<file path="src/logic/huffman_code_pkg.sv">
package huffman_code_pkg;

   // ****************************************
   // Symbol and code widths
   // ****************************************
   localparam int symbol_width = 8;   // Bits per input symbol.
   localparam int code_max_len = 10;  // Longest code in the table.
   localparam int len_width    = 4;   // Enough for a length of up to 15.

   // ****************************************
   // Canonical table classes
   // ****************************************
   localparam int short_len = 5;      // Symbols 0 to 15.
   localparam int mid_len   = 7;      // Symbols 16 to 47.
   localparam int long_len  = 10;     // Symbols 48 to 255.

   localparam int mid_first  = 16;    // First symbol with a 7-bit code.
   localparam int long_first = 48;    // First symbol with a 10-bit code.

   localparam int mid_base  = 64;     // Code of symbol 16, binary 1000000.
   localparam int long_base = 768;    // Code of symbol 48, binary 1100000000.

   typedef logic [symbol_width-1:0] symbol_t;
   typedef logic [code_max_len-1:0] code_t;     // Right aligned, unused bits zero.
   typedef logic [len_width-1:0]    code_len_t;

endpackage

</file>
<file path="src/logic/huffman_stream_pkg.sv">
package huffman_stream_pkg;

   // ****************************************
   // Output word and bit buffer
   // ****************************************
   localparam int word_width = 16;    // One output word.

   // The buffer takes a code only below a full word, so it never holds
   // more than word_width - 1 plus the longest code.
   localparam int buf_width = 26;

   localparam int fill_width = 5;     // Counts up to 25 valid bits.

   typedef logic [word_width-1:0] word_t;
   typedef logic [fill_width-1:0] fill_t;

endpackage

</file>
<file path="src/logic/stream_slice.sv">
`timescale 1ns/10ps

module stream_slice #(
   parameter type payload_t = logic
) (
   input  logic     clk,
   input  logic     rst,

   input  logic     in_valid,
   input  payload_t in_data,
   output logic     in_ready,

   output logic     out_valid,
   output payload_t out_data,
   input  logic     out_ready
);

   logic take;

   // The slice can load when it is empty or when its item leaves now.
   assign in_ready = !out_valid || out_ready;
   assign take     = in_valid && in_ready;

   // ****************************************
   // Valid flag
   // ****************************************
   always_ff @(posedge clk) begin
      if (rst) begin
         out_valid <= 1'b0;
      end else if (in_ready) begin
         out_valid <= in_valid;  // Empty unless a new item arrives.
      end
   end

   // ****************************************
   // Payload register
   // ****************************************
   always_ff @(posedge clk) begin
      if (take) begin
         out_data <= in_data;    // Held while the consumer stalls.
      end
   end

endmodule

</file>
<file path="src/logic/code_lookup.sv">
`timescale 1ns/10ps

module code_lookup (
   input  logic                          clk,
   input  logic                          rst,

   input  logic                          sym_valid,
   input  huffman_code_pkg::symbol_t     sym,
   output logic                          sym_ready,

   output logic                          code_valid,
   output huffman_code_pkg::code_t       code,
   output huffman_code_pkg::code_len_t   code_len,
   input  logic                          code_ready
);

   huffman_code_pkg::code_t     next_code;
   huffman_code_pkg::code_len_t next_len;

   // ****************************************
   // Static code tree, given by class rule
   // ****************************************
   always_comb begin
      if (sym < huffman_code_pkg::mid_first) begin
         next_code = huffman_code_pkg::code_t'(sym);  // Code equals the symbol.
         next_len  = huffman_code_pkg::code_len_t'(huffman_code_pkg::short_len);
      end else if (sym < huffman_code_pkg::long_first) begin
         next_code = huffman_code_pkg::code_t'(huffman_code_pkg::mid_base
                        + (sym - huffman_code_pkg::mid_first));
         next_len  = huffman_code_pkg::code_len_t'(huffman_code_pkg::mid_len);
      end else begin
         next_code = huffman_code_pkg::code_t'(huffman_code_pkg::long_base
                        + (sym - huffman_code_pkg::long_first));
         next_len  = huffman_code_pkg::code_len_t'(huffman_code_pkg::long_len);
      end
   end

   // A new symbol is taken whenever the held code is gone or leaving.
   assign sym_ready = !code_valid || code_ready;

   always_ff @(posedge clk) begin
      if (rst) begin
         code_valid <= 1'b0;
      end else if (sym_ready) begin
         code_valid <= sym_valid;
      end
   end

   always_ff @(posedge clk) begin
      if (sym_valid && sym_ready) begin
         code     <= next_code;  // Code and length move together.
         code_len <= next_len;
      end
   end

endmodule

</file>
<file path="src/logic/bit_packer.sv">
`timescale 1ns/10ps

module bit_packer (
   input  logic                          clk,
   input  logic                          rst,

   input  logic                          code_valid,
   input  huffman_code_pkg::code_t       code,
   input  huffman_code_pkg::code_len_t   code_len,
   output logic                          code_ready,

   output logic                          word_valid,
   output huffman_stream_pkg::word_t     word,
   input  logic                          word_ready
);

   localparam int buf_width  = huffman_stream_pkg::buf_width;
   localparam int word_width = huffman_stream_pkg::word_width;
   localparam int pad_width  = buf_width - huffman_code_pkg::code_max_len;

   // The buffer is MSB aligned. Bits below the fill level carry no data.
   logic [buf_width-1:0]      buf_q;
   huffman_stream_pkg::fill_t fill_q;

   logic                      take_code;
   logic                      take_word;

   logic [buf_width-1:0]      buf_shift;   // Buffer after a word leaves.
   logic [buf_width-1:0]      keep_mask;   // Ones over the bits still valid.
   logic [buf_width-1:0]      code_ext;    // Code widened to the buffer.
   logic [buf_width-1:0]      code_place;  // Code moved just below the fill.
   huffman_stream_pkg::fill_t fill_base;   // Fill after a word leaves.
   huffman_stream_pkg::fill_t fill_next;

   // ****************************************
   // Handshakes
   // ****************************************

   // A full word is on offer once the fill covers the top word_width bits.
   assign word_valid = fill_q >= word_width;
   assign word       = buf_q[buf_width-1 -: word_width];

   // After an outgoing word the fill is always below a word again,
   // so a code can enter in the same cycle.
   assign code_ready = !word_valid || word_ready;

   assign take_code  = code_valid && code_ready;
   assign take_word  = word_valid && word_ready;

   // ****************************************
   // Next buffer contents
   // ****************************************
   always_comb begin
      if (take_word) begin
         buf_shift = buf_q << word_width;  // Remaining bits move to the top.
         fill_base = fill_q - huffman_stream_pkg::fill_t'(word_width);
      end else begin
         buf_shift = buf_q;
         fill_base = fill_q;
      end

      keep_mask  = ~({buf_width{1'b1}} >> fill_base);
      code_ext   = {{pad_width{1'b0}}, code};

      // The last code bit lands at bit buf_width - fill_base - code_len.
      code_place = code_ext << (buf_width - fill_base - code_len);
   end

   always_comb begin
      if (take_code) begin
         fill_next = fill_base + huffman_stream_pkg::fill_t'(code_len);
      end else begin
         fill_next = fill_base;
      end
   end

   // ****************************************
   // Registers
   // ****************************************
   always_ff @(posedge clk) begin
      if (rst) begin
         fill_q <= '0;          // Empty buffer.
      end else begin
         fill_q <= fill_next;
      end
   end

   always_ff @(posedge clk) begin
      if (take_code) begin
         buf_q <= (buf_shift & keep_mask) | code_place;
      end else if (take_word) begin
         buf_q <= buf_shift;
      end
   end

endmodule

</file>
<file path="src/logic/huffman_encoder.sv">
`timescale 1ns/10ps

module huffman_encoder (
   input  logic                        clk,
   input  logic                        rst,

   input  logic                        sym_valid,
   input  huffman_code_pkg::symbol_t   sym,
   output logic                        sym_ready,

   output logic                        out_valid,
   output huffman_stream_pkg::word_t   out_word,
   input  logic                        out_ready
);

   logic                        q_valid;
   huffman_code_pkg::symbol_t   q_data;
   logic                        q_ready;

   logic                        code_valid;
   huffman_code_pkg::code_t     code;
   huffman_code_pkg::code_len_t code_len;
   logic                        code_ready;

   logic                        word_valid;
   huffman_stream_pkg::word_t   word;
   logic                        word_ready;

   // ****************************************
   // Symbol path
   // ****************************************
   stream_slice #(
      .payload_t (huffman_code_pkg::symbol_t)
   ) u_in_slice (
      .clk       (clk),
      .rst       (rst),
      .in_valid  (sym_valid),
      .in_data   (sym),
      .in_ready  (sym_ready),
      .out_valid (q_valid),
      .out_data  (q_data),
      .out_ready (q_ready)
   );

   code_lookup u_lookup (
      .clk        (clk),
      .rst        (rst),
      .sym_valid  (q_valid),
      .sym        (q_data),
      .sym_ready  (q_ready),
      .code_valid (code_valid),
      .code       (code),
      .code_len   (code_len),
      .code_ready (code_ready)
   );

   // ****************************************
   // Word path
   // ****************************************
   bit_packer u_packer (
      .clk        (clk),
      .rst        (rst),
      .code_valid (code_valid),
      .code       (code),
      .code_len   (code_len),
      .code_ready (code_ready),
      .word_valid (word_valid),
      .word       (word),
      .word_ready (word_ready)
   );

   stream_slice #(
      .payload_t (huffman_stream_pkg::word_t)
   ) u_out_slice (
      .clk       (clk),
      .rst       (rst),
      .in_valid  (word_valid),
      .in_data   (word),
      .in_ready  (word_ready),
      .out_valid (out_valid),
      .out_data  (out_word),
      .out_ready (out_ready)
   );

endmodule

</file>
<file path="config.mk">
export PLATFORM = sky130hd
export DESIGN_NAME = huffman_encoder
export DESIGN_NICKNAME = d
export VERILOG_FILES = /design/src/logic/huffman_code_pkg.sv /design/src/logic/huffman_stream_pkg.sv /design/src/logic/stream_slice.sv /design/src/logic/code_lookup.sv /design/src/logic/bit_packer.sv /design/src/logic/huffman_encoder.sv
export SDC_FILE = /design/constraint.sdc
export NUM_CORES = 1
export LEC_CHECK = 0
export ABC_AREA = 1
export ABC_CLOCK_PERIOD_IN_PS = 4300
export BUFFER_PORTS_ARGS = -buffer_cell sky130_fd_sc_hd__buf_2
export CAP_MARGIN = 20
export CORE_MARGIN = 3
export CORE_UTILIZATION = 40
export CTS_CLUSTER_SIZE = 10
export DETAILED_ROUTE_END_ITERATION = 8
export PLACE_DENSITY = 0.54
export SLEW_MARGIN = 20
export SYNTH_ARGS = -nofsm -noshare
export SYNTH_HDL_FRONTEND = slang
export SYNTH_SLANG_ARGS = --single-unit
</file>
<file path="constraint.sdc">
create_clock -name clk -period 4.3 [get_ports clk]
set_input_delay 0.215 -clock clk [delete_from_list [all_inputs] [get_ports clk]]
set_output_delay 0.215 -clock clk [all_outputs]
set_load 0.1 [all_outputs]
</file>
==> impl_metrics.tcl, run 1 <==
set metrics [dict create \
    cts_sinks 71 \
    layout-drive-gt1-share 0.160 \
    hp-class "primary input to flip-flop" \
    clockRootBuffer "clkbuf_8" \
    worstPathArrival_ps 4090 \
    place_congestion 0.861 \
    r2r_setup_slack_ps 420 \
    avgSynthCellArea_sq_um 8.72 \
    syn-cell-area_sq_mm 0.00419 \
    syn_inst 480 \
    initial_core_util 0.420 \
    slew_violations 0 \
    ys_async_sr_fraction 0 \
    vias_per_cell 5.17 \
    core_area_sq_mm 0.00995 \
    ys_ff_latch 71 \
    cts_max_level 3 \
    end_kind "flip-flop" \
    synth_top_cell_area_share 0.452 \
    hold_viol_final 0 \
    cp_common_cell "nand2_1" \
    rsz0062_at_grt "false" \
    yosysSeqAreaShare 0.490 \
    power.density_mw_per_mm2 376 \
    synth_edf_count 63 \
    cts_resized 0 \
    finalSetupViolCount 0 \
    cp_top_family "simple AND/OR/NAND/NOR gates" \
    io_pins 30 \
    worst_slew_pin_slew_ps 739 \
    drt_iter0_markers 147 \
    path_cells "ha_1 -> inv_1 -> ha_1 -> ha_1 -> a21oi_1 -> nand2_1 -> nand2_1 -> nand4_2 -> ha_1 -> nor2_1 -> nand2_1 -> nor2_1 -> nand3_2 -> nor2_8 -> nand3_1 -> nand2_1 -> o21ai_1 -> inv_2 -> nand2_1 -> mux2i_1 -> nand2_1 -> nand2_1 -> nand2_1 -> nand2_1" \
    remaining_drc_errors 0 \
    synth_area_leaders "edfxtp_1 45%, nand2_1 13%, ha_1 6.3%" \
    num_rows 36 \
    slowest_stage "dfxtp_2" \
    p_leak_nw 2.01 \
    holdBufCountCts 0 \
    synth.net_count 515 \
    clk_latency_ps 350 \
    ys_types 43 \
    cp-start-kind "flip-flop" \
    clock_path_buffers 2 \
    grt_pass1_wl_um 15400 \
    fin_util 0.478 \
    grt_pass1_vias 3134 \
    grt_start_max_net_pins 28 \
    min_period_ps 3880 \
    dieHeight_um 108 \
    nets 550 \
    critical-path-max-stage-delay_ps 440 \
    fin_tns_setup_ps 0 \
    grt_usage 0.170 \
    post_cts_buffers 0 \
    wl_um 9460 \
    antenna_found_initial 0 \
    worst_ep_required_time_ps 4520 \
    path_buf_inv 2 \
    vdd_drop_max_v 0.000179 \
    crit_fanout 10 \
    wl_per_cell_um 14.5 \
    firstDrtPassIters 5 \
    yosys_warnings 0 \
    relSlewSlack 0.507 \
    total_power_w 0.00179 \
    synth_flop_cell "edfxtp_1" \
    dp_hpwl_um 7220 \
    fin_skew_ps 13.0 \
    critPathKind "flip-flop to flip-flop" \
    cts_tree "done" \
    synthToLayoutAreaGrowth_pct 13.6 \
    fin_crit_sh 0.901 \
    ant_nets 0 \
    status "finished clean" \
    diodes 0 \
    grt-ovfl-total 0 \
    max-cap-violations 0 \
    fp.dieW_um 108 \
    dieArea_sq_mm 0.0117 \
    synth_top_area_cell "edfxtp_1" \
    num_vias 3377 \
    numCtsBuffers 9 \
    clk_pin_slew_worst_paths_ps 80 \
    fmax_mhz 258 \
    place.port_buffers 29 \
]
-- Yosys cell counts, drive strengths merged, types with 2 or more instances --
library cell  number
nand2            154
edfxtp            63
inv               52
nand3             35
nor2              34
o21ai             32
ha                21
a21oi             20
clkbuf             9
dfxtp              8
nand4              8
o211ai             8
nor3               4
o22ai              4
a211oi             3
buf                3
xor2               3
clkinv             2
fa                 2
o221ai             2
o31ai              2
or2                2
xnor2              2
-- logic make-up after synthesis --
| group | after synthesis | synth area share |
|---|---|---|
| adder cells (fa/ha/maj) | 23 | 0.0723 |
| flip-flops | 71 | 0.490 |
| XOR/XNOR | 5 | 0.0105 |
| multiplexers | 1 | 0.00239 |
| AO/OA/AOI/OAI | 75 | 0.107 |
| buffers and inverters | 66 | 0.0616 |
| AND/OR/NAND/NOR | 239 | 0.256 |
-- where the power goes --
part / switching (W) / leakage [nW] / internal, W
sequential: 0.0000147 / 0.646 / 0.000778
clock: 0.000270 / 0.124 / 0.000405
combinational: 0.000220 / 1.24 / 0.0000984
-- routing by layer --
layer	GRT usage	routed length [um]	vias up
met4	0.0622	176	0
li1	-	-	1700
met5	0	0	-
met2	0.286	4600	83
met3	0.0334	391	14
met1	0.217	4290	1580
-- sequential cells by signal (all words and copies together), names as in the netlist --
signal / flops
u_in_slice.out_data: 8
u_in_slice.out_valid: 1
u_lookup.code: 10
u_lookup.code_len: 3
u_lookup.code_valid: 1
u_out_slice.out_data: 16
u_out_slice.out_valid: 1
u_packer.buf_q: 26
u_packer.fill_q: 5
-- layout make-up --
| cell class | count | area, sq um |
|---|---|---|
| multi-input combinational | 343 | 1880 |
| inverter | 54 | 203 |
| fill | 987 | 5200 |
| tap | 133 | 166 |
| timing repair buffer | 36 | 198 |
| clock buffer | 10 | 138 |
| sequential | 71 | 2050 |
| clock inverter | 6 | 115 |
-- placed cells by master, fill, tap and decap left out, types with 2 or more instances in the layout --
| cell | count |
|---|---|
| a211oi_1 | 3 |
| a21oi_1 | 17 |
| a21oi_2 | 2 |
| buf_2 | 29 |
| buf_4 | 7 |
| bufinv_16 | 3 |
| clkbuf_8 | 10 |
| clkinv_1 | 2 |
| dfxtp_1 | 6 |
| dfxtp_2 | 2 |
| edfxtp_1 | 63 |
| fa_1 | 2 |
| ha_1 | 21 |
| inv_1 | 47 |
| inv_2 | 5 |
| inv_6 | 2 |
| nand2_1 | 149 |
| nand2_2 | 4 |
| nand3_1 | 33 |
| nand3_2 | 2 |
| nand4_1 | 7 |
| nor2_1 | 24 |
| nor2_2 | 6 |
| nor2_4 | 3 |
| nor3_1 | 3 |
| o211ai_1 | 8 |
| o21ai_0 | 20 |
| o21ai_1 | 12 |
| o221ai_1 | 2 |
| o22ai_1 | 4 |
| o31ai_1 | 2 |
| or2_2 | 2 |
| xnor2_1 | 2 |
| xor2_1 | 3 |
-- stage by stage --
step,hold WS (ps),cells,cell area [sq um],setup WS [ps]
floorplan,314,480,4190,747
global placement,393,637,4500,425
detailed placement,393,637,4500,346
CTS,27.7,653,4750,317
global route,23.0,653,4760,35.8
finish,44.8,653,4760,425
-- worst paths after layout --
| check | from | end | cells after the start |
|---|---|---|---|
| worst max-delay path | u_packer.fill_q[1]$_SDFFE_PP0P_ | u_packer.buf_q[21]$_DFFE_PP_ | 24 |
| worst min-delay path | sym[6] | u_in_slice.out_data[6]$_DFFE_PP_ | 1 |
| worst max register to register | u_packer.fill_q[1]$_SDFFE_PP0P_ | u_packer.buf_q[21]$_DFFE_PP_ | 24 |
| worst min register to register | u_in_slice.out_data[3]$_DFFE_PP_ | u_lookup.code[3]$_DFFE_PP_ | 0 |
Note: power is estimated with default switching activity, not from simulation.
==> run 2, diff against run 1 <==
Settings changed: ABC_CLOCK_PERIOD_IN_PS 4300 to 4200, PLACE_DENSITY 0.54 to unset, PLACE_DENSITY_LB_ADDON set to 0.2.
Clock period 4.3 ns to 4.2 ns, I/O delays scaled along.
==> run 2 against run 1 <==
  * Sequential share of layout area is 0.52 points higher
  * First-iteration DRC count up 29%
  * Largest cell class unchanged
  * Combinational power is 5% higher
==> impl_metrics.tcl, run 2 (synthesized netlist as in run 1, its figures left out) <==
set metrics [dict create \
    worst_ep_required_time_ps 4430 \
    grt_usage 0.179 \
    core_area_sq_mm 0.00995 \
    dieHeight_um 108 \
    place.port_buffers 29 \
    cp_common_cell "nand2_1" \
    cp-start-kind "flip-flop" \
    switching_share 0.307 \
    path_buf_inv 2 \
    remaining_drc_errors 0 \
    ant_nets 0 \
    grt_start_max_net_pins 28 \
    initial_core_util 0.420 \
    r2r-end "u_packer.buf_q[21]$_DFFE_PP_" \
    fmax_mhz 262 \
    dp_hpwl_um 7320 \
    switchingPower_w 0.000519 \
    critical-path-max-stage-delay_ps 410 \
    clockRootBuffer "clkbuf_8" \
    clk_pin_slew_worst_paths_ps 80 \
    mostFrequentLayoutCells "149 x nand2_1, 63 x edfxtp_1, 46 x inv_1" \
    fp.dieW_um 108 \
    drt_iter0_markers 190 \
    place_ws_ps 207 \
    grt-ovfl-total 0 \
    clk_latency_ps 360 \
    regMostFlops "u_packer.buf_q" \
    wl_um 9700 \
    fin_crit_sh 0.910 \
    cts_max_level 3 \
    r2r_setup_slack_ps 380 \
    cts_tree "done" \
    path_cells "ha_1 -> inv_1 -> ha_1 -> ha_1 -> a21oi_2 -> nand2_1 -> nand2_1 -> nand4_2 -> ha_1 -> nor2_1 -> nand2_1 -> nor2_1 -> nand3_2 -> nor2_8 -> nand3_1 -> nand2_1 -> o21ai_1 -> inv_2 -> nand2_1 -> mux2i_2 -> nand2_1 -> nand2_1 -> nand2_1 -> nand2_1" \
    status "finished clean" \
    max-cap-violations 0 \
    firstDrtPassIters 5 \
    min_period_ps 3820 \
    slowest_stage "dfxtp_4" \
    grt_pass1_wl_um 16200 \
    synthToLayoutAreaGrowth_pct 12.4 \
    nets 549 \
    num_vias 3344 \
    worst_slew_pin_slew_ps 858 \
    fin_skew_ps 11.7 \
    clock_path_buffers 2 \
    critPathKind "flip-flop to flip-flop" \
    worstPathArrival_ps 4060 \
    p_clk_frac 0.323 \
    end_kind "flip-flop" \
    whs_ps 30.7 \
    stdcell_count 652 \
    reg2reg_from "u_packer.fill_q[1]$_SDFFE_PP0P_" \
    cp_top_family "simple AND/OR/NAND/NOR gates" \
    numCtsBuffers 9 \
    fill_cells 955 \
    reg.largest.list "u_packer.buf_q: 26 flops, u_out_slice.out_data: 16 flops, u_lookup.code: 10 flops" \
    dieArea_sq_mm 0.0117 \
    grt_pass1_vias 3296 \
    vdd_drop_max_v 0.000154 \
    crit_fanout 10 \
    power.density_mw_per_mm2 359 \
    seq_power_share 0.479 \
    p_leak_nw 1.98 \
    finalSetupViolCount 0 \
    setup_slack_ps 377 \
    stdcell_area_sq_mm 0.00470 \
    hold_viol_final 0 \
    crit_start "u_packer.fill_q[1]$_SDFFE_PP0P_" \
    relSlewSlack 0.428 \
    place_congestion 0.915 \
    hp-class "primary input to flip-flop" \
    worstSetupEndpoint "u_packer.buf_q[21]$_DFFE_PP_" \
    vias_per_cell 5.13 \
    p_int_w 0.00117 \
    r2r_cells 24 \
    num_rows 36 \
    final_common_cell "nand2_1" \
    rsz0062_at_grt "false" \
    antenna_found_initial 0 \
    pwr-share-comb 0.198 \
    dp_cells 635 \
    diodes 0 \
    cts_sinks 71 \
    wl_per_cell_um 14.9 \
    largest_reg_flops 26 \
    layout-drive-gt1-share 0.162 \
    worst-path-stages 24 \
    postPlaceCellArea_sq_mm 0.00449 \
    fin_tns_setup_ps 0 \
    holdBufCountCts 0 \
    slew_violations 0 \
    io_pins 30 \
]
==> run 2: final cells by class <==
cell class / count / area (sq um) / share of cell area
multi-input cells: 343 / 1900 / 0.403
well taps: 133 / 166 / 0.0354
clock inverters: 6 / 61.3 / 0.0130
clock buffers: 10 / 128 / 0.0271
repair buffers: 35 / 190 / 0.0404
flip-flops and latches: 71 / 2060 / 0.437
inverters: 54 / 206 / 0.0439
==> run 2: stage by stage <==
step,utilization,power (W)
detailed placement,0.451,0.00115
global route,0.473,0.00177
floorplan,-,0.00107
finish,0.473,0.00169
CTS,0.470,0.00169
global placement,0.451,0.00115
==> run 2: worst min-delay path by stage <==
stage            from                          endpoint  slack [ps]  cells after the start
6_report       sym[5]  u_in_slice.out_data[5]$_DFFE_PP_          30                      1
5_1_grt        sym[2]  u_in_slice.out_data[2]$_DFFE_PP_          20                      1
4_1_cts        sym[4]  u_in_slice.out_data[4]$_DFFE_PP_          20                      1
3_5_place_dp   sym[2]  u_in_slice.out_data[2]$_DFFE_PP_         390                      1
3_3_place_gp   sym[1]  u_in_slice.out_data[1]$_DFFE_PP_         390                      1
2_1_floorplan  sym[0]  u_in_slice.out_data[0]$_DFFE_PP_         310                      0
==> run 2: layer usage <==
layer,global-route usage,vias up,share of wire
met5,0,-,0
met4,0.0803,0,0.024
met3,0.0322,21,0.046
met2,0.305,101,0.49
met1,0.221,1526,0.44
li1,-,1696,-
==> run 2: worst reg2reg max path, cell delays in order, from the launching register on <==
cell     delay, ps
dfxtp_4        410
ha_1           230
inv_1           60
ha_1           280
ha_1           340
a21oi_2        180
nand2_1         80
nand2_1        120
nand4_2        120
ha_1           280
nor2_1         120
nand2_1         70
nor2_1         130
nand3_2        140
nor2_8         170
nand3_1        120
nand2_1         70
o21ai_1        110
inv_2           80
nand2_1         80
mux2i_2        220
nand2_1        100
nand2_1         80
nand2_1         60
nand2_1         50
==> run 2: power groups by stage <==
| stage | Sequential, W | Clock, W | Combinational [W] |
|---|---|---|---|
| final | 0.000810 | 0.000546 | 0.000335 |
| after global routing | 0.000814 | 0.000576 | 0.000381 |
| after CTS | 0.000810 | 0.000552 | 0.000328 |
| after detailed placement | 0.000826 | 0 | 0.000327 |
| after global placement | 0.000825 | 0 | 0.000325 |
| after floorplan | 0.000828 | 0 | 0.000242 |
==> run 2: repair_timing <==
item | in CTS | in global routing
gates resized for setup | 0 | 7
endpoints found under the setup margin | 0 | 24
setup buffers | 0 | 1
==> run 3, diff against run 2 <==
Settings changed: SETUP_SLACK_MARGIN set to 0.5.
==> run 3 against run 2 <==
  * Wire length grew 6.6%
  * Utilization rose by 3.1 points
  * Worst setup slack gained 280 ps
  * Non-clock buffer count rose by 9
  * Via count grew 2.8%
  * Sequential power hardly changed
  * Sequential share of layout area down 2.6 points
  * Cell area up 6.6%
  * Maximum frequency up 7.9%
==> impl_metrics.tcl, run 3 (synthesized netlist as in run 1, its figures left out) <==
set metrics [dict create \
    worst_slew_pin_slew_ps 844 \
    min_period_ps 3540 \
    grt_start_max_net_pins 28 \
    grt_pass1_vias 3365 \
    diodes 0 \
    wl_um 10300 \
    fin_util 0.504 \
    vias_per_cell 5.19 \
    ant_nets 0 \
    clockRootBuffer "clkbuf_8" \
    dp_hpwl_um 7320 \
    mostFrequentLayoutCells "128 x nand2_1, 63 x edfxtp_1, 45 x inv_1" \
    io_pins 30 \
    critPathKind "flip-flop to flip-flop" \
    slew_violations 0 \
    dieArea_sq_mm 0.0117 \
    num_vias 3437 \
    reg.largest.list "u_packer.buf_q: 26 flops, u_out_slice.out_data: 16 flops, u_lookup.code: 10 flops" \
    layout-drive-gt1-share 0.257 \
    wl_per_cell_um 15.6 \
    crit_fanout 5 \
    antenna_found_initial 0 \
    cp-start-kind "flip-flop" \
    p_leak_nw 2.08 \
    finalSetupViolCount 0 \
    fmax_mhz 282 \
    fin_skew_ps 7.83 \
    fp.dieW_um 108 \
    cts_tree "done" \
    firstDrtPassIters 5 \
    nets 559 \
    fin_tns_setup_ps 0 \
    max-cap-violations 0 \
    rsz0062_at_grt "true" \
    initial_core_util 0.420 \
    core_area_sq_mm 0.00995 \
    worstPathArrival_ps 3770 \
    vdd_drop_max_v 0.000157 \
    place_congestion 0.915 \
    drt_iter0_markers 176 \
    numCtsBuffers 9 \
    fin_crit_sh 0.844 \
    remaining_drc_errors 0 \
    cts_max_level 3 \
    grt_pass1_wl_um 16700 \
    grt-ovfl-total 0 \
    num_rows 36 \
    synthToLayoutAreaGrowth_pct 19.8 \
    holdBufCountCts 0 \
    end_kind "flip-flop" \
    worst_ep_required_time_ps 4430 \
    regMostFlops "u_packer.buf_q" \
    place_ws_ps 207 \
    largest_reg_flops 26 \
    dieHeight_um 108 \
    cts_sinks 71 \
    final_common_cell "nand2_1" \
    clk_pin_slew_worst_paths_ps 80 \
    hold_viol_final 0 \
    power.density_mw_per_mm2 349 \
    grt_usage 0.184 \
    clk_latency_ps 360 \
    setup_slack_ps 657 \
    place.port_buffers 29 \
    hp-class "primary input to flip-flop" \
    clock_path_buffers 2 \
    status "finished clean" \
    relSlewSlack 0.438 \
]
## run 3: changes by cell type in the layout (fill, tap and decap cells not counted), sizes merged
cell  change
buf       +9
nor2      +1
## run 3: power by group
part	total (W)	leakage (nW)	internal [W]	switching [W]
clock	0.000545	0.0960	0.000272	0.000273
combinational	0.000396	1.33	0.000134	0.000263
sequential	0.000810	0.648	0.000795	0.0000146
total	0.00175	2.08	0.00120	0.000550
## run 3: path summary, 6_finish.rpt
path	from	endpoint	slack [ps]	depth (start not counted)
setup / recovery	u_packer.fill_q[1]$_SDFFE_PP0P_	u_packer.buf_q[25]$_DFFE_PP_	660	26
hold / removal	sym[5]	u_in_slice.out_data[5]$_DFFE_PP_	30	1
setup reg to reg	u_packer.fill_q[1]$_SDFFE_PP0P_	u_packer.buf_q[25]$_DFFE_PP_	660	26
hold reg to reg	u_in_slice.out_data[2]$_DFFE_PP_	u_lookup.code[2]$_DFFE_PP_	420	0
## run 3: area by class of cell
class	instances	area, sq um
Inverter	54	206
Fill cell	916	4940
Multi-Input combinational cell	344	2130
Sequential cell	71	2060
Clock inverter	6	61.3
Timing Repair Buffer	44	262
Tap cell	133	166
Clock buffer	10	128
## run 3: stage by stage
stage / cell area (sq um) / power (W) / hold WS (ps) / cells
CTS: 4750 / 0.00170 / 15.9 / 657
finish: 5010 / 0.00175 / 26.8 / 662
global placement: 4490 / 0.00115 / 387 / 635
detailed placement: 4490 / 0.00115 / 388 / 635
global route: 5010 / 0.00183 / 23.0 / 662
floorplan: 4190 / 0.00107 / 309 / 480
## run 3: layer usage
layer  global-route usage  part of all wire
met5                    0                 0
met3               0.0322             0.047
met2                0.315              0.50
met4               0.0803             0.026
met1                0.226              0.42
## run 3: critical path, cell delays in order, from the launching register on
cell     delay (ps)
dfxtp_4         370
buf_6           110
nand2_4          50
a21oi_4         190
inv_2            50
nand2_2          80
ha_4            220
a21oi_4         160
nand2_2          80
nor2_4          150
nand2_1          80
ha_1            300
nor2_2          110
nand2_1          60
nor2_2          130
nand3_4         130
nor2_4          220
nand3_2         110
nand2_1          80
nand2_2          80
nand2_1          70
nand2_2         100
nand2_1          90
nand2_1          80
nand2_2          80
nand3_1         110
nand2_1         100
## run 3: what timing repair did
| action | in CTS | in global routing |
|---|---|---|
| pin swaps | 4 | 25 |
| cloned | 1 | 0 |
| setup buffers | 5 | 5 |
| gates resized for setup | 8 | 52 |
| setup endpoints to repair | 26 | 26 |
